### src/logic/icache_pkg.sv
package icache_pkg;

    ////////////////////
    // cache geometry
    ////////////////////

    // set index bits, 16 sets by default
    localparam int index_width_def  = 4;

    // word-in-line bits, 4 words per line by default
    localparam int offset_width_def = 2;

    ////////////////////
    // fixed widths
    ////////////////////

    localparam int addr_w = 32;
    localparam int word_w = 32;

    // dual-issue response
    localparam int pair_w = 2 * word_w;

    // tied to the single LRU bit per set
    localparam int ways = 2;

endpackage

### src/logic/icache_req_stage.sv
`timescale 1ns/1ps

module icache_req_stage import icache_pkg::*; (
    input  logic              clk,
    input  logic              rstn,
    input  logic              accept,
    input  logic [addr_w-1:0] fetch_vaddr,
    input  logic [addr_w-1:0] fetch_paddr,
    input  logic              fetch_uncached,
    output logic [addr_w-1:0] req_vaddr,
    output logic [addr_w-1:0] req_paddr,
    output logic              req_uncached
);

    logic pending;

    // request registers, loaded on accept and held otherwise
    always_ff @(posedge clk) begin
        if (accept) begin
            req_vaddr    <= fetch_vaddr;
            req_paddr    <= fetch_paddr;
            req_uncached <= fetch_uncached;
        end
    end

    // uncached request is in lookup and heads for memory next
    always_ff @(posedge clk) begin
        if (!rstn) begin
            pending <= 1'b0;
        end else begin
            pending <= accept & fetch_uncached;
        end
    end

    // ctrl must keep the stage closed until memory answers
    a_no_accept_pending: assert property (
        @(posedge clk) disable iff (!rstn)
        pending |-> !accept
    );

endmodule

### config.mk
export PLATFORM = sky130hd
export DESIGN_NAME = icache_req_stage
export DESIGN_NICKNAME = d
export VERILOG_FILES = /design/src/logic/icache_pkg.sv /design/src/logic/icache_req_stage.sv
export SDC_FILE = /design/constraint.sdc
export NUM_CORES = 1
export LEC_CHECK = 0
export BUFFER_PORTS_ARGS = -buffer_cell sky130_fd_sc_hd__buf_2
export CORE_MARGIN = 2
export CORE_UTILIZATION = 40
export DETAILED_ROUTE_END_ITERATION = 8
export PLACE_DENSITY = 0.78
export SLEW_MARGIN = 20
export SYNTH_ARGS = -nofsm -noshare
export SYNTH_HDL_FRONTEND = slang
export SYNTH_SLANG_ARGS = --single-unit
export TNS_END_PERCENT = 5
### constraint.sdc
create_clock -name clk -period 0.8 [get_ports clk]
set_clock_uncertainty 0.15 [all_clocks]
set_input_delay 0.04 -clock clk [delete_from_list [all_inputs] [get_ports clk]]
set_output_delay 0.04 -clock clk [all_outputs]
set_load 0.02 [all_outputs]
== Word level (Yosys, flattened, before mapping) ==
Index checks and enable logic that the tools add are counted.
Word-level totals
  register bits after elaboration: 65
  input bits: 68
  output and inout bits: 65
  logic and storage cells: 3

== Logic depth before layout (Yosys ltp) ==
  word-level depth: 0
  depth in mapped cells: 0
  gate-level depth less buffers: 0

== Worst setup path before layout ==
OpenSTA, ideal clock, no wires.
  kind: flip-flop to output port
  start point: register req_paddr[0]
  end point: output req_paddr[0]
  arrival time: 449 ps
  required time: 610 ps
  setup slack: 161 ps
  cell stages (with the launch flop): 1
  buffers on the path: 0
  path through: edfxtp_1
RTL lines
  start: declaration: line icache_req_stage.sv:11  | output logic [addr_w-1:0] req_paddr,
  start signal: assignment: line icache_req_stage.sv:21  | req_paddr <= fetch_paddr;
No word-level cell between the ends.

== Worst setup path in the final report ==
  start point: register req_paddr[8]
  end point: output req_paddr[8]
No word-level cell between the ends.

==> impl_metrics.env <==
export IMPL_fmax_mhz=913.8
export IMPL_die_h_um=73.86
export IMPL_clkTransAtPathRegs_ps=60
export IMPL_grt_start_max_net_pins=37
export IMPL_cap_viol_max_count=0
export IMPL_clock_path_buffers=2
export IMPL_end_kind="output pin"
export IMPL_failed_checks="negative setup slack"
export IMPL_die_w_um=73.86
export IMPL_drive_gt1_share_pct=52.16
export IMPL_numCtsBuffers=9
export IMPL_power_density_mw_per_mm2=2228
export IMPL_vdd_drop_max_mv=1.387
export IMPL_critPathTopFamily="flip-flops"
export IMPL_core_area_mm2=0.004723
export IMPL_initial_core_util_pct=41.32
export IMPL_use_met3_pct=7.819
export IMPL_met2_usage_pct=35.02
export IMPL_worstPathCellList="buf_6"
export IMPL_grt_setup_unrepaired="true"
export IMPL_antenna_found_initial=0
export IMPL_crit_arrival_ps=900
export IMPL_cts_sinks=65
export IMPL_ctsHtreeMaxLevel=3
export IMPL_max_stage_delay_ps=430
export IMPL_path_class="flip-flop to output pin"
export IMPL_timing_final_crit_share_pct=136.8
export IMPL_fillCellCount=280
export IMPL_ys_warnings_count=0
export IMPL_die_area_mm2=0.005455
export IMPL_multi_input_gates=0
export IMPL_fin_tns_setup_ps=-15340
export IMPL_fin_area_mm2=0.003620
export IMPL_finalMaxSlewViolations=0
export IMPL_ys_seq_area_share_pct=100.0
export IMPL_drtIter0Drc=40
export IMPL_busiest_layer="met2"
export IMPL_drcViolationCount=0
export IMPL_first_pass_iters=4
export IMPL_rows=25
export IMPL_status="finished with violations"
export IMPL_syn_mean_instance_area_um2=30.03
export IMPL_area_growth_pct=85.45
export IMPL_routed_wl_um=4938
export IMPL_worst_slew_pin_slew_ps=187.7
export IMPL_hold_path_class="primary input to flip-flop"
export IMPL_synth_cells=65
export IMPL_cts_root_buffer="clkbuf_8"
export IMPL_setup_violations=65
export IMPL_via_per_inst=4.151
export IMPL_critPathBufInv=1
export IMPL_hold_violations=0
export IMPL_antenna_cells=0
export IMPL_multiInputGateArea_um2=0
export IMPL_crit_path_max_fanout=1
export IMPL_cts_tree="yes"
export IMPL_io_pins=133
export IMPL_synth_distinct_cells=1
export IMPL_relSlewSlack_pct=87.49
export IMPL_layout_min_cycle_time_ps=1094
export IMPL_post_cts_repair_setup_buffers=0
export IMPL_track_usage_pct=18.62
export IMPL_io_buffers=131
export IMPL_grt_pass1_vias=1557
export IMPL_drtAntennaViolNets=0
export IMPL_avgRoutedWirePerCell_um=14.31
export IMPL_required_ps=610
export IMPL_grt_util_met1_pct=16.18
export IMPL_slowest_stage="edfxtp_1"
export IMPL_grt_overflow=0
export IMPL_ys_ff_latch=65
export IMPL_final_setup_worst_slack_ps=-294.3
export IMPL_total_power_mw=8.064
export IMPL_num_vias=1432
export IMPL_final_core_util_pct=76.64
export IMPL_routabilityCongestion=0.6519
export IMPL_cellLeakagePower_nw=1.555
export IMPL_syn_cell_area_mm2=0.001952
export IMPL_place_area_mm2=0.002731
export IMPL_cp_start_kind="flip-flop"
export IMPL_grt_first_pass_wirelength_um=6962
export IMPL_nNetsFinal=342
export IMPL_syn_num_nets=133
cell usage in the layout, fill, tap and decap left out:
cell type and instances:
buf_12 2, buf_2 125, buf_6 6, bufinv_16 2
clkbuf_1 2, clkbuf_8 9, clkinv_1 1, clkinv_2 1
dlygate4sd3_1 65, edfxtp_1 65
where the power goes:
group | total [mW] | internal, mW | switching [mW]
combinational | 1.12 | 0.535 | 0.588
clock | 2.82 | 1.72 | 1.09
sequential | 4.12 | 4.05 | 0.0744
metal layers:
| metal | vias up | routed length (um) |
|---|---|---|
| met3 | 9 | 373 |
| met4 | 0 | 85 |
| met1 | 669 | 1685 |
| met2 | 72 | 2793 |
| met5 | - | 0 |
| li1 | 682 | - |
final timing paths:
check                      endpoint  depth (start not counted)          from  slack (ps)
worst max-delay path   req_paddr[8]                          1  req_paddr[8]        -290
worst min-delay path  req_paddr[20]                          2        accept          60
cell type report:
cell class	count	area (um2)	area share [%]
Clock buffer	11	131.4	3.629
Clock inverter	4	68.82	1.901
Sequential cell	65	1952	53.92
Tap cell	67	83.83	2.316
Timing Repair Buffer	198	1384	38.23
cell families after synthesis:
group  share of synthesized area (%)
DFF                            100.0
repair_timing:
item                       in CTS  in global routing
resized for setup               4                  8
hold endpoints to repair       65                  0
hold buffers                   65                  0
setup endpoints to repair      65                 65
through the flow:
stage          hold WS [ps]  cells  setup slack, ps
2_1_floorplan        -11.13     65            160.5
3_3_place_gp          66.08    265           -65.21
3_5_place_dp          68.09    265           -75.71
4_1_cts               50.94    345           -283.5
5_1_grt               54.33    345           -321.8
6_report              57.93    345           -294.3
cell usage after synthesis:
library cell / number / area (um2)
edfxtp_1: 65 / 1952
state kept, by name (all words and copies together) (netlist names):
name and cells:
req_uncached 1, req_paddr 32, req_vaddr 32
(Power assumes the default switching activity.)
