`config.mk`:
```
export PLATFORM = sky130hd
export DESIGN_NAME = icache_data
export DESIGN_NICKNAME = d
export VERILOG_FILES = /design/src/logic/icache_pkg.sv /design/src/logic/icache_data.sv
export SDC_FILE = /design/constraint.sdc
export NUM_CORES = 2
export LEC_CHECK = 0
export ABC_CLOCK_PERIOD_IN_PS = 9350
export CORE_MARGIN = 1.5
export CORE_UTILIZATION = 63
export CTS_BUF_LIST = sky130_fd_sc_hd__clkbuf_16
export DETAILED_ROUTE_END_ITERATION = 16
export DONT_BUFFER_PORTS = 1
export PLACE_DENSITY_LB_ADDON = 0.05
export SYNTH_ARGS = -nofsm -noshare
export SYNTH_HDL_FRONTEND = slang
export SYNTH_MEMORY_MAX_BITS = 65536
export SYNTH_SLANG_ARGS = --single-unit
```
`constraint.sdc`:
```
create_clock -name clk -period 9.35 [get_ports clk]
set_clock_uncertainty 0.2 [all_clocks]
set_input_delay 1.4025 -clock clk [delete_from_list [all_inputs] [get_ports clk]]
set_output_delay 1.4025 -clock clk [all_outputs]
set_load 0.05 [all_outputs]
```
`src/logic/icache_pkg.sv`:
```
package icache_pkg;

    ////////////////////
    // cache geometry
    ////////////////////

    // set index bits, 16 sets by default
    localparam int index_width_def  = 4;

    // word-in-line bits, 4 words per line by default
    localparam int offset_width_def = 2;

    ////////////////////
    // fixed widths
    ////////////////////

    localparam int addr_w = 32;
    localparam int word_w = 32;

    // dual-issue response
    localparam int pair_w = 2 * word_w;

    // tied to the single LRU bit per set
    localparam int ways = 2;

endpackage

```
`src/logic/icache_data.sv`:
```
`timescale 1ns/1ps

module icache_data import icache_pkg::*; #(
    parameter  int index_width  = index_width_def,
    parameter  int offset_width = offset_width_def,
    localparam int line_w       = word_w << offset_width
) (
    input  logic                   clk,
    input  logic [index_width-1:0] rd_index,
    output logic [line_w-1:0]      rd_line0,
    output logic [line_w-1:0]      rd_line1,
    input  logic [ways-1:0]        wr_en,
    input  logic [index_width-1:0] wr_index,
    input  logic [line_w-1:0]      wr_line
);

    localparam int sets = 1 << index_width;

    logic [line_w-1:0] rd_line [ways];

    for (genvar w = 0; w < ways; w++) begin : g_way
        logic [line_w-1:0] line_mem [sets];

        // whole line written on refill
        always_ff @(posedge clk) begin
            rd_line[w] <= line_mem[rd_index];
            if (wr_en[w]) begin
                line_mem[wr_index] <= wr_line;
            end
        end
    end

    assign rd_line0 = rd_line[0];
    assign rd_line1 = rd_line[1];

endmodule

```
Word level (Yosys, flattened, before mapping)
Memory sizes are Yosys's and may differ from the RTL's.
Index checks and enable logic that the tools add are counted.
{"block": "totals", "ram_bits": 4352, "inputBits": 139, "mem_count": 3, "ff_bits": 0, "output_inout_bits": 256}
{"block": "op_classes", "mux": 4}
{"name": "g_way[0].line_mem", "words": 16, "width": 128, "rd": 1, "rd_ports_with_merged_regs": 0, "wr": 1, "line": "icache_data.sv:22", "rtl": "logic [line_w-1:0] line_mem [sets];"}
{"name": "g_way[1].line_mem", "words": 16, "width": 128, "rd": 1, "rd_ports_with_merged_regs": 0, "wr": 1, "line": "icache_data.sv:22"}
{"name": "rd_line", "words": 2, "width": 128, "rd": 2, "rd_ports_with_merged_regs": 0, "wr": 2, "line": "icache_data.sv:19", "rtl": "logic [line_w-1:0] rd_line [ways];"}
{"cell": "$mux 1", "n": 4}

Depth between registers and ports, before layout
{"block": "logic_depth", "ltp_word": 2, "depth_mapped": 9, "ltp_nobuf": 3}

Least setup slack after synthesis
Ideal clock, no wire load.
{"block": "synth_timing", "path_type": "input to register", "start": "input wr_index[3]", "end": "memory g_way[1].line_mem[0][0] (netlist name), enable pin", "arrival_ps": 7260, "n_path_buf": 0, "slack_ps": 1273, "path_stages": 2, "t_required_ps": 8533, "path_cell_list": "or3b_2 nor2_1"}
{"element": "start: declaration", "line": "icache_data.sv:13", "rtl": "input logic [index_width-1:0] wr_index,"}
{"element": "end: declaration", "line": "icache_data.sv:22"}
No word-level cell before the write port.

==> results.md <==
* Max Slew Vio Count at roughly 550
* Port bufs at 0
* Fin. Hold Viols at 0
* Clk root buf: clkbuf_16
* Global-route wire length before repair at between 500 and 600 mm
* Worst hold path type: input port to flip-flop
* RSZ-0062 raised after global routing: no
* Tcrit/Tclk final at a little under three fifths
* Vias post-DR at ~74000
* Multiplexer area fraction after synthesis at 14.7%
* TritonCTS clock tree: yes
* Post-Route Setup TNS at 0 ps
* Share of cells above drive strength 1 at 25.5%
* Setup bufs post-CTS at 0
* Slew HR at -63.5%
* Vias in the first global route at approximately 75000
* Xor/xnor cell area share of the yosys netlist at 0%
* Combinational share of power at between 3 and 4%
* Post-CTS sizing at 0
* Sequential share of power at 55.1%
* Drt pass-1 iters at 5
* Skew-Pair Late Insertion Delay at 990 ps
* Die Area at between 200000 and 300000 µm²
* Synth unique cells at 26
* DR WL/cell at 36.9 µm
* CP Class: input port to flip-flop
* Synth-to-Final Area Change at 11.3%
* Syn Inst Count at 6751
* Initial Util at between 60% and 70%
* Post-Synth Simple-Gate Area at less than 1%
* Clk buf depth at 4
* Clock sink count at 4352
* Cell Pwr Density at 231 nW/µm²
* CTS H-tree depth at 5
* Leading area contributor after synthesis: edfxtp_1
* Synth Area in Compound Gates at about 2.7%
* Synth top area share at between 70% and 80%
* Max cap viols at 0
* Num CTS Buffers at 433
* Drt first-iter violations at ~11000
* Failing checks: slew limit
* Leak at 56.1 nW
* Commonest non-fill, non-tap cell in the layout: edfxtp_1
* Post-detail-place hpwl at about 180 mm
* Synthesis-stage register bit count at around 4400
* Die Ht at between 500 and 600 µm
* Initial antenna violation count at 16
* Nets at 7083
* Net Sw Power at between 8 and 9 mW
* Mapped Area at around 160000 µm²
* Largest net degree at the start of global routing at 809
* CTS hold repair buffers at 0
* Reg clk slew, reported paths at ~60 ps
* Top cells by area, synth: edfxtp_1 (77%), mux4_2 (13%), dfxtp_1 (3.2%)
* Routed WL at 393 mm
* Die width at just over 500 µm
* Switching Share at a little over a fifth
* Critical path peak fanout at ~160
* Grt total ovfl at 0
* Critical path capture point type: flip-flop
* Drt drc at 0
* Post-Synth Adder-Cell Area at 0%
* Post-Syn Nets at just under 7000
* Hold_ws at 292 ps
* DR vias/cell at between 6 and 7
* Req. time, crit path at roughly 10000 ps
* Clock share of power at around two fifths
* Worst vdd ir at between 0.2 and 0.25 mV
* Final GP Congestion at ~0.74
* GRT Resource Usage Total at a little under a third
* Arr. time, crit path at 5900 ps
* Largest family of logic cells by synthesized area: multiplexers
* Count of final setup violators at 0
* Min Clock Period, post-route at about 5200 ps
* CP startpoint kind: input port
* Worst Tran Pin Value at 2450 ps
* Fmax at between 150 and 200 MHz
* Core Footprint at ~250000 µm²
* Outcome: finished with violations
* I/O pin count at 395
* Mapped Avg Cell Area at roughly 24 µm²
* Row count at 184
* Ys Warns at 0
* Fraction of the yosys area taken by sequential cells at roughly four fifths
* Post-DRT Antenna Nets at 0
* Commonest cells after routing, fill and taps aside: edfxtp_1 (4096), mux4_2 (935), clkbuf_16 (443)
* Internal power at 32.3 mW
## power groups by stage
stage / logic, mW / clock network, mW / registers, mW
global placement: 1.38 / 0 / 22.9
floorplan: 1.05 / 0 / 22.8
CTS: 1.39 / 17.1 / 22.5
finish: 1.41 / 16.9 / 22.5
global route: 1.46 / 17.9 / 22.5
detailed placement: 1.39 / 0 / 22.9
## routing by layer
layer	track usage (%)	vias up	routed length [µm]	part of all wire, %
li1	-	29100	-	-
met1	45.5	40000	152000	39
met2	49.1	4107	190000	48
met3	6.67	520	42500	11
met4	6.73	0	8170	2.1
met5	0	-	0	0
## worst max-delay path, cell delays in order
cell and delay, ps:
buf_16 430, buf_16 810, buf_16 880, buf_16 750, mux4_2 600, mux2_2 280, o22a_1 180
## flip-flops by register name, summed over array words and instances, names as in the netlist
name and cells:
g_way.line_mem 4096, rd_line 256
## final timing paths
path / endpoint / cells after the start / from / slack [ps]
max: rd_line[0][192] / 7 / rd_index[0] / 4110
min: g_way[0].line_mem[11][10] / 0 / wr_line[10] / 290
max reg2reg: rd_line[0][66] / 3 / g_way[0].line_mem[7][66] / 7360
min reg2reg: rd_line[0][231] / 3 / g_way[1].line_mem[15][103] / 460
## layout make-up
cell class	instances	area, µm²
clock inverters	349	2780
fillers	14700	74200
well taps	3348	4190
multi-input cells	2034	29400
diodes	4	10.0
repair buffers	123	1380
clock buffers	443	11100
flip-flops and latches	4352	128000
## cell usage after synthesis
master    number
nand2b_1      20
a221oi_1      15
o22a_1        24
o21ai_0       46
clkbuf_1     146
o22ai_1        8
or2_2          2
nand2_1      174
mux4_2       935
dfxtp_1      256
a221o_1        4
and2_1         4
a22oi_1      399
nor2b_1       73
buf_2        109
mux2i_1       71
mux2_2       146
nor2_1        39
buf_6          4
o221ai_1      66
buf_1         52
or3b_2         2
nand3b_1       4
edfxtp_1    4096
nand3_1        2
buf_4         54
## cells by family (layout without fill, tap and decap cells)
kind of cell           count (synthesis)  count (layout)
AOI/OAI and AO/OA                    562             562
buffers and inverters                365             915
other                                  0               4
muxes                               1152            1152
and+or+nand+nor                      320             320
DFF                                 4352            4352
## metrics by stage
| stage | std cells | cell area, µm² | setup WS, ps | utilization [%] | total power [mW] |
|---|---|---|---|---|---|
| after floorplan | 6751 | 159000 | 1270 | - | 23.9 |
| after global placement | 9857 | 163000 | 2940 | 64.9 | 24.3 |
| after detailed placement | 9857 | 163000 | 2900 | 64.9 | 24.3 |
| after CTS | 10600 | 177000 | 3940 | 70.5 | 41.0 |
| after global routing | 10700 | 177000 | 3650 | 70.5 | 41.8 |
| final | 10700 | 177000 | 4110 | 70.5 | 40.8 |
No activity file was read; power rests on OpenSTA's default activity.
