## config.mk

```make
export PLATFORM = sky130hd
export DESIGN_NAME = icache_lru
export DESIGN_NICKNAME = d
export VERILOG_FILES = /design/src/logic/icache_pkg.sv /design/src/logic/icache_lru.sv
export SDC_FILE = /design/constraint.sdc
export NUM_CORES = 1
export LEC_CHECK = 0
export ABC_AREA = 1
export BUFFER_PORTS_ARGS = -buffer_cell sky130_fd_sc_hd__buf_2
export CELL_PAD_IN_SITES_DETAIL_PLACEMENT = 0
export CELL_PAD_IN_SITES_GLOBAL_PLACEMENT = 1
export CORE_MARGIN = 2
export CORE_UTILIZATION = 30
export CTS_BUF_LIST = sky130_fd_sc_hd__clkbuf_4
export CTS_CLUSTER_DIAMETER = 80
export DETAILED_ROUTE_END_ITERATION = 12
export PLACE_DENSITY_LB_ADDON = 0.1
export SLEW_MARGIN = 20
export SYNTH_ARGS = -nofsm -noshare
export SYNTH_HDL_FRONTEND = slang
export SYNTH_SLANG_ARGS = --single-unit
```

## constraint.sdc

```tcl
create_clock -name clk -period 1.2 [get_ports clk]
set_input_delay 0.06 -clock clk [delete_from_list [all_inputs] [get_ports clk]]
set_output_delay 0.06 -clock clk [all_outputs]
set_load 0.01 [all_outputs]
```

## src/logic/icache_pkg.sv

```systemverilog
package icache_pkg;

    ////////////////////
    // cache geometry
    ////////////////////

    // set index bits, 16 sets by default
    localparam int index_width_def  = 4;

    // word-in-line bits, 4 words per line by default
    localparam int offset_width_def = 2;

    ////////////////////
    // fixed widths
    ////////////////////

    localparam int addr_w = 32;
    localparam int word_w = 32;

    // dual-issue response
    localparam int pair_w = 2 * word_w;

    // tied to the single LRU bit per set
    localparam int ways = 2;

endpackage

```

## src/logic/icache_lru.sv

```systemverilog
`timescale 1ns/1ps

module icache_lru import icache_pkg::*; #(
    parameter int index_width = index_width_def
) (
    input  logic                   clk,
    input  logic                   rstn,
    input  logic [index_width-1:0] index,
    input  logic                   use_en,
    input  logic                   used_way,
    output logic                   victim
);

    localparam int sets = 1 << index_width;

    // bit points at the way to replace next
    logic [sets-1:0] lru_q;

    always_ff @(posedge clk) begin
        if (!rstn) begin
            lru_q <= '0;
        end else if (use_en) begin
            lru_q[index] <= ~used_way;
        end
    end

    assign victim = lru_q[index];

endmodule

```

Word-level counts from Yosys, hierarchy flattened
Cells that the tools add are included.
{ "word_totals": {"regBits": 16, "latch_bits": 0, "ram_bits": 0, "mem_bits_ro": 0, "inputBits": 8, "out_inout_bits": 1, "word_cells": 10, "memories": 0} }
{ "op_classes": {"n_addsub": 0, "multipliers": 0, "div_mod_pow": 0, "magnitude_cmp": 2, "eq_ne": 0, "shift": 0, "n_mux": 5, "n_bitwise": 1, "reduce_logical": 1} }
{ "ops": {"columns": ["cell", "n"], "rows": [
  ["bitwise mux 16 bit", 1],
  ["< comparator 4 x 5 -> 1 bit (second input constant)", 1],
  ["binary-select mux 1 bit (select 4 bit)", 1],
  ["demux 1 bit (select 4 bit)", 1],
  [">= comparator 4 x 1 -> 1 bit (second input constant)", 1],
  ["2-to-1 mux 1 bit", 2],
  ["logical AND 1 bit", 1],
  ["NOT 1 bit", 1]
]} }

Depth between registers and ports, before layout
{ "depth": {"word_depth": 5, "mapped_depth": 9, "mapped_depth_nobuf": 9} }

Worst setup path before layout
OpenSTA, ideal clock, no wires.
{ "synth_timing": {"path_type": "reg2out", "from": "reg lru_q[12]", "to": "out victim", "arrival_ns": 0.698, "required_time_ns": 1.140, "slack_ns": 0.442, "path_stages_with_launch": 9, "path_buffers": 0, "cell_sequence": "dfxtp_1 > nand2_1 > nand2_1 > nand2_1 > nand2_1 > nand2_1 > nand2_1 > inv_1 > nand2_1"} }
{ "synth_via": {"elab_chain_len": 2} }
{ "synth_rtl": {"columns": ["item", "line", "rtl"], "rows": [
  ["from (decl)", "icache_lru.sv:17", "logic [sets-1:0] lru_q;"],
  ["from (signal, indexed assignment)", "icache_lru.sv:23", "lru_q[index] <= ~used_way;"],
  ["binary-select mux 1 bit (select 4 bit)", "icache_lru.sv:27", "assign victim = lru_q[index];"],
  ["2-to-1 mux 1 bit (implied by the code)", "icache_lru.sv:27", null],
  ["to (decl)", "icache_lru.sv:11", "output logic victim"]
]} }
Every way passes these cells. The select of a mux whose other input is x is not followed.

Worst setup path in the final report
{ "layout_timing": {"from": "reg lru_q[14]", "to": "out victim"} }
Same word-level chain as after synthesis.

==> impl_summary.txt <==
----------------------------------------------------
[Floorplan]
  Core region area ... 0.00252 sq mm
  # IOs ... 9
  Die boundary width ... 56.0 microns
  Number of core rows ... 18
  DIE AREA ... 0.00313 sq mm
  Initial core utilization ... 32.1%
  Height of the die ... 56.0 microns

[GRT]
  Met3 Usage GRT ... 2.56%
  GR Util met2 ... 19.3%
  Pin count of the biggest net entering global routing ... 17
  Global route hottest layer ... met2
  First-pass GRT wire length ... 3.24 mm
  Met1 Resource Use GR ... 18.4%
  GRT Total Usage ... 13.2%
  Number of global-route vias before repair ... 715
  Number of antenna violations at the first check in global routing ... 0
  Global-route congestion overflow total ... 0

[Clocking]
  Number of buffers on the longest clock path ... 2
  Clock buffers created by TritonCTS ... 3
  Setup Fix Bufs, Post-CTS ... 0
  Sink Count ... 16
  CTS tree ... built
  Register clock-pin slew on the reported worst setup and hold paths ... 90 ps
  Clock Latency Late Sink ... 280 ps
  Htree depth ... 1
  Hold-fix buffers at CTS ... 0
  Library cell used as clock root buffer ... clkbuf_4

[Power and ir drop]
  Peak ir drop on the vdd network ... 0.000524 V
  Net load switching power ... 0.236 mW
  Leakage Power ... 0.427 nW
  Switching share of power ... 25.5%
  Pwr/cell area ... 1030 mW/mm^2
  Sequential Power Share ... 59.4%
  Power Internal ... 0.689 mW
  Portion of total power attributed to combinational logic ... 11.3%
  Clock Power Share ... 29.3%

[STA]
  Final critical-path share of the clock period ... 100%
  Worst Tran Pin Value ... 282 ps
  Clock tree skew after final layout ... 0 ps
  Timing-limited maximum frequency ... 832 MHz
  Clock period minus final worst setup slack ... 1200 ps
  Unrepaired setup endpoints after global routing ... yes
  Number of hold violations in the final report ... 0
  Number of setup violations in the final report ... 1
  Crit path setup slack, layout ... -2.25 ps
  Max_slew headroom ... 81.2%
  Total negative setup slack ... -2.25 ps
  Final-report max-slew violation count ... 0

[Worst setup path]
  Most Frequent Cell on Critical Path ... nand2_1
  Critical path required time ... 1140 ps
  Worst path cell trace ... nand2_1 -> nand2_1 -> nand2_1 -> nand2_1 -> nand2_1 -> nand2_1 -> inv_1 -> nand2_1 -> buf_2
  Worst stage delay on the critical path ... 340 ps
  Critical Path Start Type ... register
  Start-to-end type of the worst setup path ... reg2out
  Max Fanout on Critical Path ... 2
  Critical path endpoint category ... primary output
  Crit path arrival time ... 1140 ps
  Cell at the slowest stage of the critical path ... dfxtp_1

[Route]
  Vias per inst ... 4.65
  Detailed router's first-iteration violation count ... 17
  Routed length per placed instance ... 11.6 microns
  Detailed-router iteration count before antenna repair ... 4
  Residual DRC count ... 0
  Antenna-violating nets left ... 0
  Total vias in the final route ... 768
  Routed WL ... 1.92 mm

[Layout]
  Total number of nets in the final design ... 145
  Area of the multi-input gates ... 437 sq um
  Count of antenna diodes in the layout ... 0
  Area overhead of the layout relative to synthesis ... 11.1%
  Share of post-route cells with drive strength above 1 ... 18.5%
  Count of non-filler cells in the finished layout ... 165
  Final core occ ... 35.7%
  Flip-flop and latch area ... 330 sq um
  Final-layout fill cell count ... 282
  Register name with the most flops ... lru_q
  Number of flip-flops under the largest register name ... 16
  Largest registers ranked by flip-flop count ... lru_q: 16 flops

[Place]
  Post-detailed-placement half-perimeter wirelength ... 1.46 mm
  I/O Buffers ... 8
  Post-Place Cells ... 162
  Global placement routability congestion ... 0.792

[Outcome]
  Result of the run ... finished, violations left
  Failing checks ... setup timing

[Synthesis]
  Number of warnings issued by yosys ... 0
  Synth Instances ... 128
  Number of different library cells in the post-synthesis netlist ... 13
  Synthesized cell area ... 811 sq um
  Flops & latches, synth ... 16
  Post-Synthesis Net Count ... 136
  Mean instance size in the synthesized netlist ... 6.33 sq um
  Seq/Total Area, Yosys ... 39.5%

[Flow run]
  Count of maximum capacitance violations ... 0

[Hold path]
  HP Class ... in2reg

----------------------------------------------------
## layout make-up
class,instances,area share (%)
multi-input cells,99,48.5
repair buffers,8,4.44
inverters,9,3.75
well taps,30,4.17
flip-flops and latches,16,36.7
clock buffers,3,2.50
## metrics by stage
step	hold slack (ps)	worst slack (ps)	instance area, sq um	power [mW]
5_1_grt	150	-130	901	0.985
2_1_floorplan	198	442	811	0.627
4_1_cts	136	-10.8	901	0.938
3_3_place_gp	442	183	868	0.666
3_5_place_dp	445	186	868	0.667
6_report	152	-2.25	901	0.925
## path summary, 6_finish.rpt
| check | startpoint | to | slack [ps] | cells past startpoint |
|---|---|---|---|---|
| worst min-delay path | rstn | lru_q[6] | 150 | 3 |
| worst max register to register | lru_q[14] | lru_q[14] | 540 | 2 |
| worst min register to register | lru_q[12] | lru_q[12] | 530 | 2 |
| worst max-delay path | lru_q[14] | victim | -2 | 9 |
## routing by layer
metal	vias up	part of all wire, %
li1	425	-
met1	331	52
met2	10	44
met3	2	3.2
met4	0	0.73
met5	-	0
## power by group through the flow
stage / sequential, mW / clock, mW / combinational (mW)
after global placement: 0.561 / 0 / 0.105
after floorplan: 0.559 / 0 / 0.0685
final: 0.549 / 0.271 / 0.105
after detailed placement: 0.561 / 0 / 0.106
after global routing: 0.551 / 0.314 / 0.119
after CTS: 0.549 / 0.283 / 0.106
## placed cells by master (no fill, tap or decap)
| cell type | n |
|---|---|
| a21oi_1 | 16 |
| nand3_2 | 4 |
| inv_1 | 7 |
| inv_2 | 2 |
| clkbuf_4 | 3 |
| nor2_1 | 18 |
| o21ai_0 | 8 |
| dfxtp_1 | 8 |
| nand2_1 | 45 |
| dfxtp_2 | 8 |
| o21ai_1 | 8 |
| buf_2 | 8 |
## logic make-up (layout without fill, tap and decap cells)
kind of cell,Yosys count,count (layout),share of synthesized area (%)
buf+inv,13,20,6.64
simple gates,67,67,34.1
compound gates,32,32,19.8
flops,16,16,39.5
## critical path, delay by kind of cell (launching register included)
family        cells  cell delay [ps]
flops             1              340
simple gates      7              370
buf+inv           2              160
## cell usage after synthesis
cell type / n / share of area (%)
nand3_2: 4 / 4.9
buf_2: 1 / 0.62
buf_1: 1 / 0.46
inv_1: 7 / 3.2
clkbuf_1: 1 / 0.46
inv_2: 2 / 0.93
o21ai_1: 8 / 4.9
o21ai_0: 8 / 4.9
a21oi_1: 16 / 9.9
nor2_1: 18 / 8.3
buf_4: 1 / 0.93
nand2_1: 45 / 21
dfxtp_1: 16 / 40
## repair_timing
item / in CTS / in global routing
gates resized for setup: 8 / 0
pin swaps: 1 / 1
endpoints found under the hold margin: 0 / 0
setup endpoints to repair: 1 / 1
(Power assumes the default switching activity.)
