### src/logic/icache_pkg.sv
package icache_pkg;

    ////////////////////
    // cache geometry
    ////////////////////

    // set index bits, 16 sets by default
    localparam int index_width_def  = 4;

    // word-in-line bits, 4 words per line by default
    localparam int offset_width_def = 2;

    ////////////////////
    // fixed widths
    ////////////////////

    localparam int addr_w = 32;
    localparam int word_w = 32;

    // dual-issue response
    localparam int pair_w = 2 * word_w;

    // tied to the single LRU bit per set
    localparam int ways = 2;

endpackage

### src/logic/icache_tagv.sv
`timescale 1ns/1ps

module icache_tagv import icache_pkg::*; #(
    parameter  int index_width  = index_width_def,
    parameter  int offset_width = offset_width_def,
    localparam int tag_w        = addr_w - 2 - index_width - offset_width
) (
    input  logic                   clk,
    input  logic                   rstn,
    input  logic [index_width-1:0] rd_index,
    input  logic [tag_w-1:0]       cmp_tag,
    output logic [ways-1:0]        hit,
    output logic [ways-1:0]        valid_bits,
    input  logic [ways-1:0]        wr_en,
    input  logic [index_width-1:0] wr_index,
    input  logic [tag_w-1:0]       wr_tag,
    input  logic                   inv_en,
    input  logic [index_width-1:0] inv_index
);

    localparam int sets = 1 << index_width;

    for (genvar w = 0; w < ways; w++) begin : g_way
        logic [tag_w-1:0] tag_mem [sets];
        logic [sets-1:0]  valid_q;
        logic [tag_w-1:0] rd_tag;
        logic             rd_valid;

        // tag storage, read every cycle
        always_ff @(posedge clk) begin
            rd_tag <= tag_mem[rd_index];
            if (wr_en[w]) begin
                tag_mem[wr_index] <= wr_tag;
            end
        end

        // valid bits set on fill and cleared per set on invalidate
        always_ff @(posedge clk) begin
            if (!rstn) begin
                valid_q  <= '0;
                rd_valid <= 1'b0;
            end else begin
                rd_valid <= valid_q[rd_index];
                if (inv_en) begin
                    valid_q[inv_index] <= 1'b0;
                end
                if (wr_en[w]) begin
                    valid_q[wr_index] <= 1'b1;
                end
            end
        end

        assign valid_bits[w] = rd_valid;
        // physical tag compare
        assign hit[w] = rd_valid && (rd_tag == cmp_tag);
    end

    // victim choice in ctrl never lets one line live in both ways
    a_one_way_hit: assert property (
        @(posedge clk) disable iff (!rstn)
        !(hit[0] && hit[1])
    );

endmodule

### config.mk
export PLATFORM = sky130hd
export DESIGN_NAME = icache_tagv
export DESIGN_NICKNAME = d
export VERILOG_FILES = /design/src/logic/icache_pkg.sv /design/src/logic/icache_tagv.sv
export SDC_FILE = /design/constraint.sdc
export NUM_CORES = 1
export LEC_CHECK = 0
export BUFFER_PORTS_ARGS = -buffer_cell sky130_fd_sc_hd__clkbuf_2
export CAP_MARGIN = 20
export CORE_ASPECT_RATIO = 1.4
export CORE_UTILIZATION = 45
export DETAILED_ROUTE_END_ITERATION = 12
export PLACE_DENSITY_LB_ADDON = 0.3
export SLEW_MARGIN = 20
export SYNTH_ARGS = -nofsm -noshare
export SYNTH_HDL_FRONTEND = slang
export SYNTH_SLANG_ARGS = --single-unit
### constraint.sdc
create_clock -name clk -period 3.1 [get_ports clk]
set_clock_uncertainty 0.15 [all_clocks]
set_input_delay 0.155 -clock clk [delete_from_list [all_inputs] [get_ports clk]]
set_output_delay 0.155 -clock clk [all_outputs]
set_load 0.02 [all_outputs]
== After elaboration in Yosys (flattened, before gate mapping) ==
Memory sizes are Yosys's and may differ from the RTL's. A register that Yosys moved wholly into a read port is not among the register bits.
Index checks and enable logic that the tools add are counted.
Widths: inputs -> output; s select.
Word-level totals
  register bits after elaboration: 34
  bits in latches: 0
  RAM bits: 768
  bits in read-only memories: 0
  input port bits: 65
  output and inout bits: 4
  memories kept: 2
Memory list
  g_way[0].tag_mem: words 16, bits a word 24, rd ports 1, clocked after memory_dff 1, write ports 1, RTL line icache_tagv.sv:24  | logic [tag_w-1:0] tag_mem [sets];
  g_way[1].tag_mem: words 16, bits a word 24, rd ports 1, clocked after memory_dff 1, write ports 1, RTL line icache_tagv.sv:24
Cells by class
  $add $sub $neg: 0
  multipliers: 0
  div/mod/pow operators: 0
  order comparisons: 5
  eq/ne operators: 2
  shifts and indexed selects: 0
  mux-type cells: 18
  bitwise operators: 5
  reduce and logical (&&, ||, !) cells: 4
Operator list (number)
  $mux 16: 6
  $eq 24x24->1: 2
  $and 16x16->16: 2
  $or 16x16->16: 2
  $not 16->16: 1
  $lt 4x5->1 const B: 3
  $bmux 1 s4: 2
  $demux 1 s4: 2
  $ge 4x1->1 const B: 2
  $mux 1: 8
  $logic_and 1x1->1: 4

== Logic depth before layout (Yosys ltp) ==
  word-level depth: 10
  mapped depth: 8

== Worst setup path after synthesis ==
OpenSTA, ideal clock, no wires.
  kind: input-to-reg
  from: in wr_index[2]
  to: mem g_way[0].tag_mem[1][0] (netlist bit), enable pin
  library setup time: 0.406 ns
  arrival: 1.688 ns
  required time: 2.544 ns
  slack: 0.855 ns
  stages: 3
  buffers on the path: 1
  cell sequence: or2_2 -> clkbuf_1 -> nor2_1
RTL lines
  start: declaration: RTL line icache_tagv.sv:15  | input logic [index_width-1:0] wr_index,
  end: declaration: RTL line icache_tagv.sv:24
Straight into the memory's write port.

== Worst setup path after layout ==
  from: reg g_way[0].rd_tag[22] (read register of g_way[0].tag_mem)
  to: out hit[0]
Between the ends
  word-level cells in the longest chain between the ends: 2
Ends and longest elaborated chain
  start: declaration: RTL line icache_tagv.sv:26  | logic [tag_w-1:0] rd_tag;
  $eq 24x24->1: RTL line icache_tagv.sv:55  | assign hit[w] = rd_valid && (rd_tag == cmp_tag);
  $logic_and 1x1->1: RTL line icache_tagv.sv:55
  end: declaration: RTL line icache_tagv.sv:12  | output logic [ways-1:0] hit,
Every way passes these cells.

==> summary.txt <==
Detailed routing
  – Routed vias/inst: 5.82
  – Routed Antenna Nets: 0
  – Starting DRT DRC Count: 1,608
  – Routed len/inst: 28.9 µm
  – Final wirelength: 76,100 µm
  – Vias: 15,300
  – Drc violations: 0
  – TritonRoute pass-1 iters: 5

Synth
  – Syn avg cell area: 21.3 µm²
  – Syn Nets: 1,563
  – Synth Area in XOR/XNOR: 1.32%
  – Post-Syn Area: 31,900 µm²
  – Yosys reg bits: 850
  – Synth top area cells: edfxtp_1 (72%), mux4_2 (14%), dfxtp_1 (5.2%)
  – Synth Warn #: 0
  – Cells after synthesis: 1,498
  – Seq/Total Area, Yosys: between 70% and 80%
  – Post-synthesis adder-cell area fraction: 0%
  – Cell variety after synth: 31
  – Largest area contributor in the netlist: edfxtp_1
  – Mux cell area share after synthesis: 14.1%
  – Simple-gate share of the synthesized area: under 10%
  – Post-synth top area share: 72.4%
  – Compound-gate portion of the synthesized area: 2.91%
  – Largest family of logic cells by synthesized area: multiplexers

Die
  – Rows: about 120
  – Chip Width: between 200 and 250 µm
  – CORE AREA: 70,100 µm²
  – Ports: between 60 and 70
  – Die H: 317 µm
  – Die outline area: 71,900 µm²
  – Initial core utilization: 45.5%

STA
  – Tmin final: 2.48 ns
  – Total negative slack: 0 ns
  – RSZ-0062 raised after global routing: no
  – Fmax: 404 MHz
  – Final Max Slew Viols: 0
  – # setup viols final: 0
  – Period Utilization, post-route: 79.9%
  – Slew @ Worst Pin: 1.11 ns
  – Final Hold Viols: 0
  – Worst slew margin: 25.9%

Power
  – Maximum VDD drop: slightly below 0.4 mV
  – Cell Pwr Density: 649 nW/µm²
  – Leakage power: between 10 and 15 nW

Global routing
  – Gr ovfl total: 0
  – Initial antenna violation count: 9
  – Pin count of the biggest net entering global routing: 49
  – Overall routing resource usage: 21.7%
  – First-pass GRT wire length: 110,000 µm
  – Vias in the first global route: 15,800

Setup path
  – Reg2reg end: g_way[0].rd_tag[19]
  – Top cell by count, worst path: nor4_1
  – Delay-heaviest family, CP: simple AND/OR/NAND/NOR gates
  – CP startpoint: g_way[0].rd_tag[22]
  – Crit-path slowest cell: nor4_1
  – Setup crit end: hit[0]
  – Slowest stage delay, CP: 0.50 ns
  – Worst R2R Path Depth: 3
  – CP Data Required Time: approximately 2.8 ns
  – Crit Path Class: reg2out
  – Critical Path AT: 2.17 ns
  – Crit-path max FO: 1
  – Reg-to-Reg Start: g_way[0].tag_mem[14][19]
  – Critical path capture point type: output pin
  – Startpoint types: register
  – R2r setup slk: between 1 and 1.5 ns
  – Crit path depth: 5
  – Critical Path, Cell by Cell: xor2_1 > nor4_1 > nand3_1 > nor4_1 > clkbuf_2
  – Buf/Inv on CP: 1

Placed design
  – Post-DP HPWL: 47,400 µm
  – RD Place Congestion: 0.810
  – PortBufs: 68

CTS
  – TritonCTS buffer count: 76
  – Clock buffer depth: 3
  – Sink Count: 850
  – Post_cts resized: 0
  – H-tree levels: 3
  – CTS tree: built
  – Clock-pin slew on the worst setup and hold paths: 0.07 ns
  – Clock root buffer: clkbuf_16
  – Clock Latency Late Sink: approximately 0.62 ns

Finish
  – Final Core Density: 51.9%
  – Final nets: 1,698
  – Share of cells above drive strength 1: 27.7%
  – Area Growth Syn to Fin: 14.3%

Worst hold path
  – Hold crit path type: in2reg

Run status
  – Status: finished clean

Flow run
  – Max cap viols: 0
-- cell families after synthesis --
logic type,count (synthesis)
compound gates,134
xor+xnor,48
buf+inv,74
flops,850
mux,208
simple gates,184
-- synthesized netlist by cell type, drive strengths merged --
library cell / instances
buf: 40
nand4b: 2
or2: 1
xor2: 30
xnor2: 18
nand3: 14
or3b: 2
nand4: 6
and3: 1
dfxtp: 82
nor2b: 38
nor3b: 1
nor4: 8
mux4: 192
and2: 1
a22oi: 100
nor3: 2
a21oi: 32
mux2i: 16
nand2b: 2
nand3b: 4
nand2: 65
edfxtp: 768
nor2: 35
clkbuf: 34
a21boi: 2
and3b: 2
-- cell usage in the layout, fill, tap and decap left out, types with 6 or more instances in the layout --
| cell | n |
|---|---|
| edfxtp_1 | 768 |
| mux4_2 | 192 |
| a22oi_1 | 100 |
| dfxtp_1 | 82 |
| clkbuf_16 | 78 |
| clkbuf_2 | 66 |
| nand2_1 | 65 |
| buf_4 | 40 |
| nor2b_1 | 36 |
| nor2_4 | 33 |
| a21oi_1 | 32 |
| xor2_1 | 30 |
| xnor2_1 | 18 |
| clkinv_2 | 17 |
| mux2i_1 | 16 |
| buf_12 | 15 |
| nand3_1 | 14 |
| clkinv_1 | 13 |
| clkbuf_1 | 10 |
| nor4_1 | 8 |
| dlygate4sd3_1 | 8 |
| bufinv_16 | 7 |
| nand4_1 | 6 |
-- sequential cells by signal, summed over array words and instances, names as in the netlist --
register,count
g_way.rd_tag,48
g_way.rd_valid,2
g_way.tag_mem,768
g_way.valid_q,32
-- area by class of cell --
cell class | count | area (µm²)
Fill cell | 5495 | 33700
Sequential cell | 850 | 24700
Multi-Input combinational cell | 574 | 7000
Clock buffer | 91 | 2030
Tap cell | 936 | 1170
Timing Repair Buffer | 131 | 1040
Clock inverter | 49 | 457
Antenna cell | 1 | 2.50
-- tightest hold or removal path, stage by stage --
cell and delay, ns:
clkbuf_2 0.10, and3b_1 0.22, nand2_1 0.11, a21oi_1 0.07
nor2b_1 0.10
-- metal layers --
layer  vias to the layer above  track usage (%)  wire length (µm)
li1                       6464                -                 -
met1                      8170             27.9             29600
met2                       565             37.3             39400
met3                       115             3.87              4920
met4                        16             6.83              2030
met5                         -                0                97
-- report_power, final --
group,internal (mW),switching (mW),total [mW]
clock,5.30,4.09,9.39
sequential,12.8,0.171,13.0
combinational,0.506,0.766,1.27
-- per-stage QoR --
stage	instances	worst slack (ns)	area (µm²)	hold slack [ns]	power (mW)
after floorplan	1498	0.855	31900	0.104	13.8
after global placement	2483	0.765	33800	0.340	14.5
after detailed placement	2483	0.747	33800	0.347	14.5
after CTS	2631	0.610	36400	0.00244	23.8
after global routing	2631	0.552	36400	0.0494	24.3
final	2632	0.624	36400	0.0399	23.6
-- worst min path at each step --
stage,from,end,cells past startpoint
detailed placement,g_way[1].valid_q[12],g_way[1].valid_q[12],2
CTS,rstn,g_way[1].valid_q[6],2
global route,rstn,g_way[1].valid_q[7],2
floorplan,wr_tag[0],g_way[0].tag_mem[0][0],0
finish,inv_en,g_way[0].valid_q[10],5
global placement,g_way[0].valid_q[6],g_way[0].valid_q[6],2
-- repair_timing --
item | in CTS | in global routing
buffers inserted | 0 | 0
hold buffers | 8 | 0
endpoints found under the hold margin | 34 | 0
(Power assumes the default switching activity.)
