## src/logic/icache_pkg.sv

```systemverilog
package icache_pkg;

    ////////////////////
    // cache geometry
    ////////////////////

    // set index bits, 16 sets by default
    localparam int index_width_def  = 4;

    // word-in-line bits, 4 words per line by default
    localparam int offset_width_def = 2;

    ////////////////////
    // fixed widths
    ////////////////////

    localparam int addr_w = 32;
    localparam int word_w = 32;

    // dual-issue response
    localparam int pair_w = 2 * word_w;

    // tied to the single LRU bit per set
    localparam int ways = 2;

endpackage

```

## src/logic/icache_fetch_select.sv

```systemverilog
`timescale 1ns/1ps

module icache_fetch_select import icache_pkg::*; #(
    parameter  int offset_width = offset_width_def,
    localparam int line_w       = word_w << offset_width
) (
    input  logic              clk,
    input  logic              rstn,
    input  logic              fetch_hold,
    input  logic              rsp_valid,
    input  logic              choose_return,
    input  logic              choose_way,
    input  logic [addr_w-1:0] req_vaddr,
    input  logic              req_uncached,
    input  logic [line_w-1:0] rd_line0,
    input  logic [line_w-1:0] rd_line1,
    input  logic [line_w-1:0] mem_line,
    output logic [addr_w-1:0] rsp_pc,
    output logic [pair_w-1:0] rsp_data,
    output logic              rsp_pair
);

    logic [line_w-1:0]       line;
    logic [offset_width-1:0] word_sel;
    logic [offset_width-1:0] next_sel;
    logic [word_w-1:0]       word_lo;
    logic [word_w-1:0]       word_hi;
    logic                    pair_now;
    logic [pair_w-1:0]       data_now;
    logic                    holding;
    logic [pair_w-1:0]       data_last;
    logic                    pair_last;

    // forwarded refill line or the hitting way
    assign line = choose_return ? mem_line : (choose_way ? rd_line1 : rd_line0);

    assign word_sel = req_vaddr[offset_width+1:2];
    assign next_sel = word_sel | offset_width'(1);

    // uncached word always returns in the low bits
    assign word_lo  = req_uncached ? mem_line[word_w-1:0] : line[word_sel*word_w +: word_w];
    assign word_hi  = line[next_sel*word_w +: word_w];
    // pair only from an even slot of a cached line
    assign pair_now = !req_uncached && !word_sel[0];
    assign data_now = pair_now ? {word_hi, word_lo} : {{word_w{1'b0}}, word_lo};

    ////////////////////
    // output hold
    ////////////////////

    // set by a response, kept while the fetch stage stays stalled
    always_ff @(posedge clk) begin
        if (!rstn) begin
            holding <= 1'b0;
        end else begin
            holding <= rsp_valid || (holding && fetch_hold);
        end
    end

    always_ff @(posedge clk) begin
        data_last <= rsp_data;
        pair_last <= rsp_pair;
    end

    // a refill can still finish while the fetch stage is stalled
    assign rsp_data = (holding && fetch_hold && !rsp_valid) ? data_last : data_now;
    assign rsp_pair = (holding && fetch_hold && !rsp_valid) ? pair_last : pair_now;
    assign rsp_pc   = req_vaddr;

endmodule

```

## config.mk

```make
export PLATFORM = sky130hd
export DESIGN_NAME = icache_fetch_select
export DESIGN_NICKNAME = d
export VERILOG_FILES = /design/src/logic/icache_pkg.sv /design/src/logic/icache_fetch_select.sv
export SDC_FILE = /design/constraint.sdc
export NUM_CORES = 1
export LEC_CHECK = 0
export ABC_CLOCK_PERIOD_IN_PS = 2500
export BUFFER_PORTS_ARGS = -buffer_cell sky130_fd_sc_hd__buf_2
export CAP_MARGIN = 10
export CORE_AREA = 2 2 200 202
export DETAILED_ROUTE_END_ITERATION = 16
export DIE_AREA = 0 0 202 204
export SLEW_MARGIN = 20
export SYNTH_ARGS = -nofsm -noshare
export SYNTH_HDL_FRONTEND = slang
export SYNTH_SLANG_ARGS = --single-unit
```

## constraint.sdc

```tcl
create_clock -name clk -period 2.5 [get_ports clk]
set_input_delay 0.5 -clock clk [delete_from_list [all_inputs] [get_ports clk]]
set_output_delay 0.5 -clock clk [all_outputs]
set_load 0.005 [all_outputs]
```

# Word-level counts from Yosys, hierarchy flattened
# Index checks and enable logic that the tools add are counted.
[totals] ff_bits=66 elab_cells=18
[op_classes] shifts=2 n_reduce_logical=7 n_mux=6
[op_table] operator="128-bit 2-to-1 mux" count=2
[op_table] operator="128-bit by 8-bit variable part select with 32-bit output" count=2
[op_table] operator="64-bit 2-to-1 mux" count=2
[op_table] operator="32-bit 2-to-1 mux" count=1
[op_table] operator="1-bit logical AND" count=3
[op_table] operator="1-bit zero test" count=3
[op_table] operator="1-bit logical OR" count=1
[op_table] operator="1-bit 2-to-1 mux" count=1

# Depth between registers and ports, before layout
[logic_depth] depth_word=6 ltp_mapped=7 ltp_nobuf=4

# Least setup slack after synthesis
# Ideal clock, no wire load.
[synth_path] path_kind="input port to output port" start="input port req_vaddr[3]" end="output port rsp_data[30]" cell_stages=7 required_time_ns=2.000 path_slack_ns=0.403 arrival_ns=1.597 cell_sequence="buf_2 -> nor2b_1 -> clkbuf_1 -> buf_2 -> a22oi_1 -> a32oi_1 -> a31oi_1"
[synth_via] elab_chain_len=4
[synth_rtl] item="from (decl)" line="icache_fetch_select.sv:13" text="input logic [addr_w-1:0] req_vaddr,"
[synth_rtl] item="128-bit by 8-bit variable part select with 32-bit output" line="icache_fetch_select.sv:41" text="assign word_lo = req_uncached ? mem_line[word_w-1:0] : line[word_sel*word_w +: word_w];"
[synth_rtl] item="32-bit 2-to-1 mux" line="icache_fetch_select.sv:41"
[synth_rtl] item="64-bit 2-to-1 mux" line="icache_fetch_select.sv:45" text="assign data_now = pair_now ? {word_hi, word_lo} : {{word_w{1'b0}}, word_lo};"
[synth_rtl] item="64-bit 2-to-1 mux" line="icache_fetch_select.sv:66" text="assign rsp_data = (holding && fetch_hold && !rsp_valid) ? data_last : data_now;"
[synth_rtl] item="to (decl)" line="icache_fetch_select.sv:19" text="output logic [pair_w-1:0] rsp_data,"
# No other way between the ends.

# Worst setup path in the final report
[layout_path] start="input port choose_way" end="output port rsp_data[21]"
[layout_via] elab_chain_len=6
[layout_rtl] item="from (decl)" line="icache_fetch_select.sv:12" text="input logic choose_way,"
[layout_rtl] item="128-bit 2-to-1 mux (2 in a row)" line="icache_fetch_select.sv:35" text="assign line = choose_return ? mem_line : (choose_way ? rd_line1 : rd_line0);"
[layout_rtl] item="128-bit by 8-bit variable part select with 32-bit output" line="icache_fetch_select.sv:41"
[layout_rtl] item="32-bit 2-to-1 mux" line="icache_fetch_select.sv:41"
[layout_rtl] item="64-bit 2-to-1 mux" line="icache_fetch_select.sv:45"
[layout_rtl] item="64-bit 2-to-1 mux" line="icache_fetch_select.sv:66"
# No other way between the ends.

==> impl_metrics.env <==
export IMPL_status="completed"
export IMPL_die_area_mm2=0.0412
export IMPL_register_area_mm2=0.00132
export IMPL_cts_tree="built"
export IMPL_finalSetupViolCount=0
export IMPL_place_ws_ns=-0.194
export IMPL_gp_congestion=0.909
export IMPL_clk_insertion_delay_late_ns=0.36
export IMPL_skew_ns=0.0151
export IMPL_n_fill_cell=4366
export IMPL_postSynth_asyncResetShare=0
export IMPL_ys_ff_latch=66
export IMPL_h_tree_depth=3
export IMPL_io_pins=520
export IMPL_grtUsageTotal=0.142
export IMPL_synth_cells=721
export IMPL_grt_max_degree=39
export IMPL_start_util=0.150
export IMPL_synth_edf_count=0
export IMPL_synth_main_ff_cell="dfxtp_1"
export IMPL_crit_chain="buf_12, buf_12, buf_4, mux2i_1, nand2_1, a32oi_2, a31oi_1, buf_2"
export IMPL_cts_buffers_inserted=9
export IMPL_slew_headroom=0.695
export IMPL_endpoint_kind="output port"
export IMPL_fin_crit_ns=2.48
export IMPL_yosysWarnings=0
export IMPL_ant_nets=0
export IMPL_avgSynthCellArea_um2=8.14
export IMPL_path_clk_slew_ns=0.06
export IMPL_grt_overflow=0
export IMPL_synth_top_area_frac=0.315
export IMPL_dr_pass1_iters=5
export IMPL_syn2layout_area_growth_pct=64.1
export IMPL_drv_slew=0
export IMPL_dr_total_vias=7498
export IMPL_final_area_mm2=0.00964
export IMPL_die_w_um=202
export IMPL_worstHoldPathType="primary input to register"
export IMPL_peakVddDrop_uv=311
export IMPL_drt_total_wl_mm=32.6
export IMPL_cp_common_cell="buf_12"
export IMPL_cpPeakStageDelay_ns=0.29
export IMPL_grt_first_pass_wirelength_mm=43.8
export IMPL_critPathArrivalTime_ns=1.98
export IMPL_hold_viol_final=0
export IMPL_antenna_found_initial=0
export IMPL_multi_input_area_mm2=0.00408
export IMPL_nets=1585
export IMPL_root_buffer="clkbuf_16"
export IMPL_grt_pass1_vias=7335
export IMPL_mappedNetlistNets=1144
export IMPL_post_route_period_util=0.991
export IMPL_yosysUniqueCellTypes=31
export IMPL_synth_area_mm2=0.00587
export IMPL_port_buffers=459
export IMPL_synth_seq_area_share=0.225
export IMPL_std_cell_rows=73
export IMPL_route_detailed_drc=0
export IMPL_synth_top_cell_by_area="mux2i_1"
export IMPL_cts_num_sinks=66
export IMPL_synth_area_leaders="mux2i_1 (32%), dfxtp_1 (23%), a22oi_1 (7.8%)"
export IMPL_max_freq_mhz=404
export IMPL_wl_per_cell_um=19.3
export IMPL_critPathRequiredTime_ns=2.00
export IMPL_viasPerCell=4.43
export IMPL_cts_max_path_buffers=2
export IMPL_p_per_area_mw_per_mm2=434
export IMPL_setup_slack_ns=0.0234
export IMPL_tightest_slew_ns=0.452
export IMPL_crit_type="primary input to output port"
export IMPL_rsz0062_at_grt="true"
export IMPL_finalPower_mw=4.18
export IMPL_drv_cap=0
export IMPL_antennaDiodeCount=0
export IMPL_core_mm2=0.0392
export IMPL_die_y_um=204
export IMPL_placed_area_mm2=0.00890
export IMPL_drive_gt1_frac=0.494
export IMPL_cts_hold_buf=0
export IMPL_dp_hpwl_mm=25.3
export IMPL_crit_path_top_delay_cell="a32oi_2"
export IMPL_leakagePower_nw=4.76
export IMPL_cp_start_kind="primary input"
export IMPL_path_max_fanout=16
export IMPL_drt_iter0_markers=364
## state kept, by name, indices dropped and copies added, names as in the netlist
register   flops
pair_last      1
data_last     64
holding        1
## placed cells by master, fill, tap and decap left out, types with 4 or more instances in the layout
master,netlist,final
nand2_1,93,93
mux2i_1,185,177
nor2_1,37,34
buf_2,10,456
buf_6,9,4
buf_12,0,17
buf_4,40,45
mux2i_2,0,5
clkbuf_16,0,15
o21ai_0,23,21
a21oi_1,4,4
a22oi_2,0,4
nand3_1,60,60
a22oi_1,61,57
a31oi_1,32,29
dfxtp_1,66,66
o21ai_1,7,9
a32oi_1,30,27
## cell families (layout without fill, tap and decap cells)
group,after synthesis,after routing,synth area share
AO/OA/AOI/OAI,163,163,0.194
buffers and inverters,101,547,0.106
flip-flops,66,66,0.225
multiplexers,189,189,0.327
AND/OR/NAND/NOR,202,202,0.148
## final timing paths
kind,startpoint,endpoint,slack [ns],cells past startpoint
setup / recovery,choose_way,rsp_data[21],0.02,8
hold / removal,rstn,holding,0.37,2
setup reg to reg,holding,data_last[30],1.15,6
hold reg to reg,data_last[38],data_last[38],0.45,2
## per-stage QoR
stage,util,TNS [ns],hold slack [ns],cells
after floorplan,-,0,0.440,721
after global placement,0.227,-0.387,0.431,1660
after detailed placement,0.227,-0.404,0.445,1660
after CTS,0.238,-0.0107,0.336,1676
after global routing,0.246,-0.0187,0.361,1692
final,0.246,0,0.367,1692
## repair_timing
item / in CTS / in global routing
gates cloned: 0 / 6
resized for setup: 13 / 20
buffers inserted: 0 / 10
pin swaps: 1 / 4
setup endpoints to repair: 9 / 28
## power by group
part | switching, mW | internal, mW | leakage [nW]
clock | 0.575 | 1.00 | 0.165
combinational | 0.716 | 0.707 | 4.04
sequential | 0.0250 | 1.16 | 0.550
## final cells by class
| class | count | share of cell area |
|---|---|---|
| clock buffers | 10 | 0.0248 |
| multi-input cells | 554 | 0.423 |
| clock inverters | 6 | 0.0118 |
| repair buffers | 531 | 0.335 |
| flip-flops and latches | 66 | 0.137 |
| well taps | 525 | 0.0682 |
## Yosys cell counts, types with 5 or more instances
cell type  instances
dfxtp_1           66
o21ai_0           23
nor2_1            37
buf_4             40
nand2_1           93
mux2i_1          185
o21ai_1            7
a32oi_1           30
nand3_1           60
a22oi_1           61
buf_6              9
a31oi_1           32
buf_2             10
nor2b_1            5
clkbuf_1          38
## worst max-delay path, delay by kind of cell
| family | cells | cell delay [ns] |
|---|---|---|
| AOI/OAI and AO/OA | 2 | 0.44 |
| and+or+nand+nor | 1 | 0.13 |
| buffers and inverters | 4 | 0.68 |
| muxes | 1 | 0.20 |
## routing by layer
| layer | routed length, um | vias up | GRT usage |
|---|---|---|---|
| met3 | 2410 | 49 | 0.0231 |
| met2 | 15900 | 404 | 0.243 |
| li1 | - | 3553 | - |
| met4 | 883 | 0 | 0.0675 |
| met5 | 0 | - | 0 |
| met1 | 13400 | 3492 | 0.174 |
(Power assumes the default switching activity.)
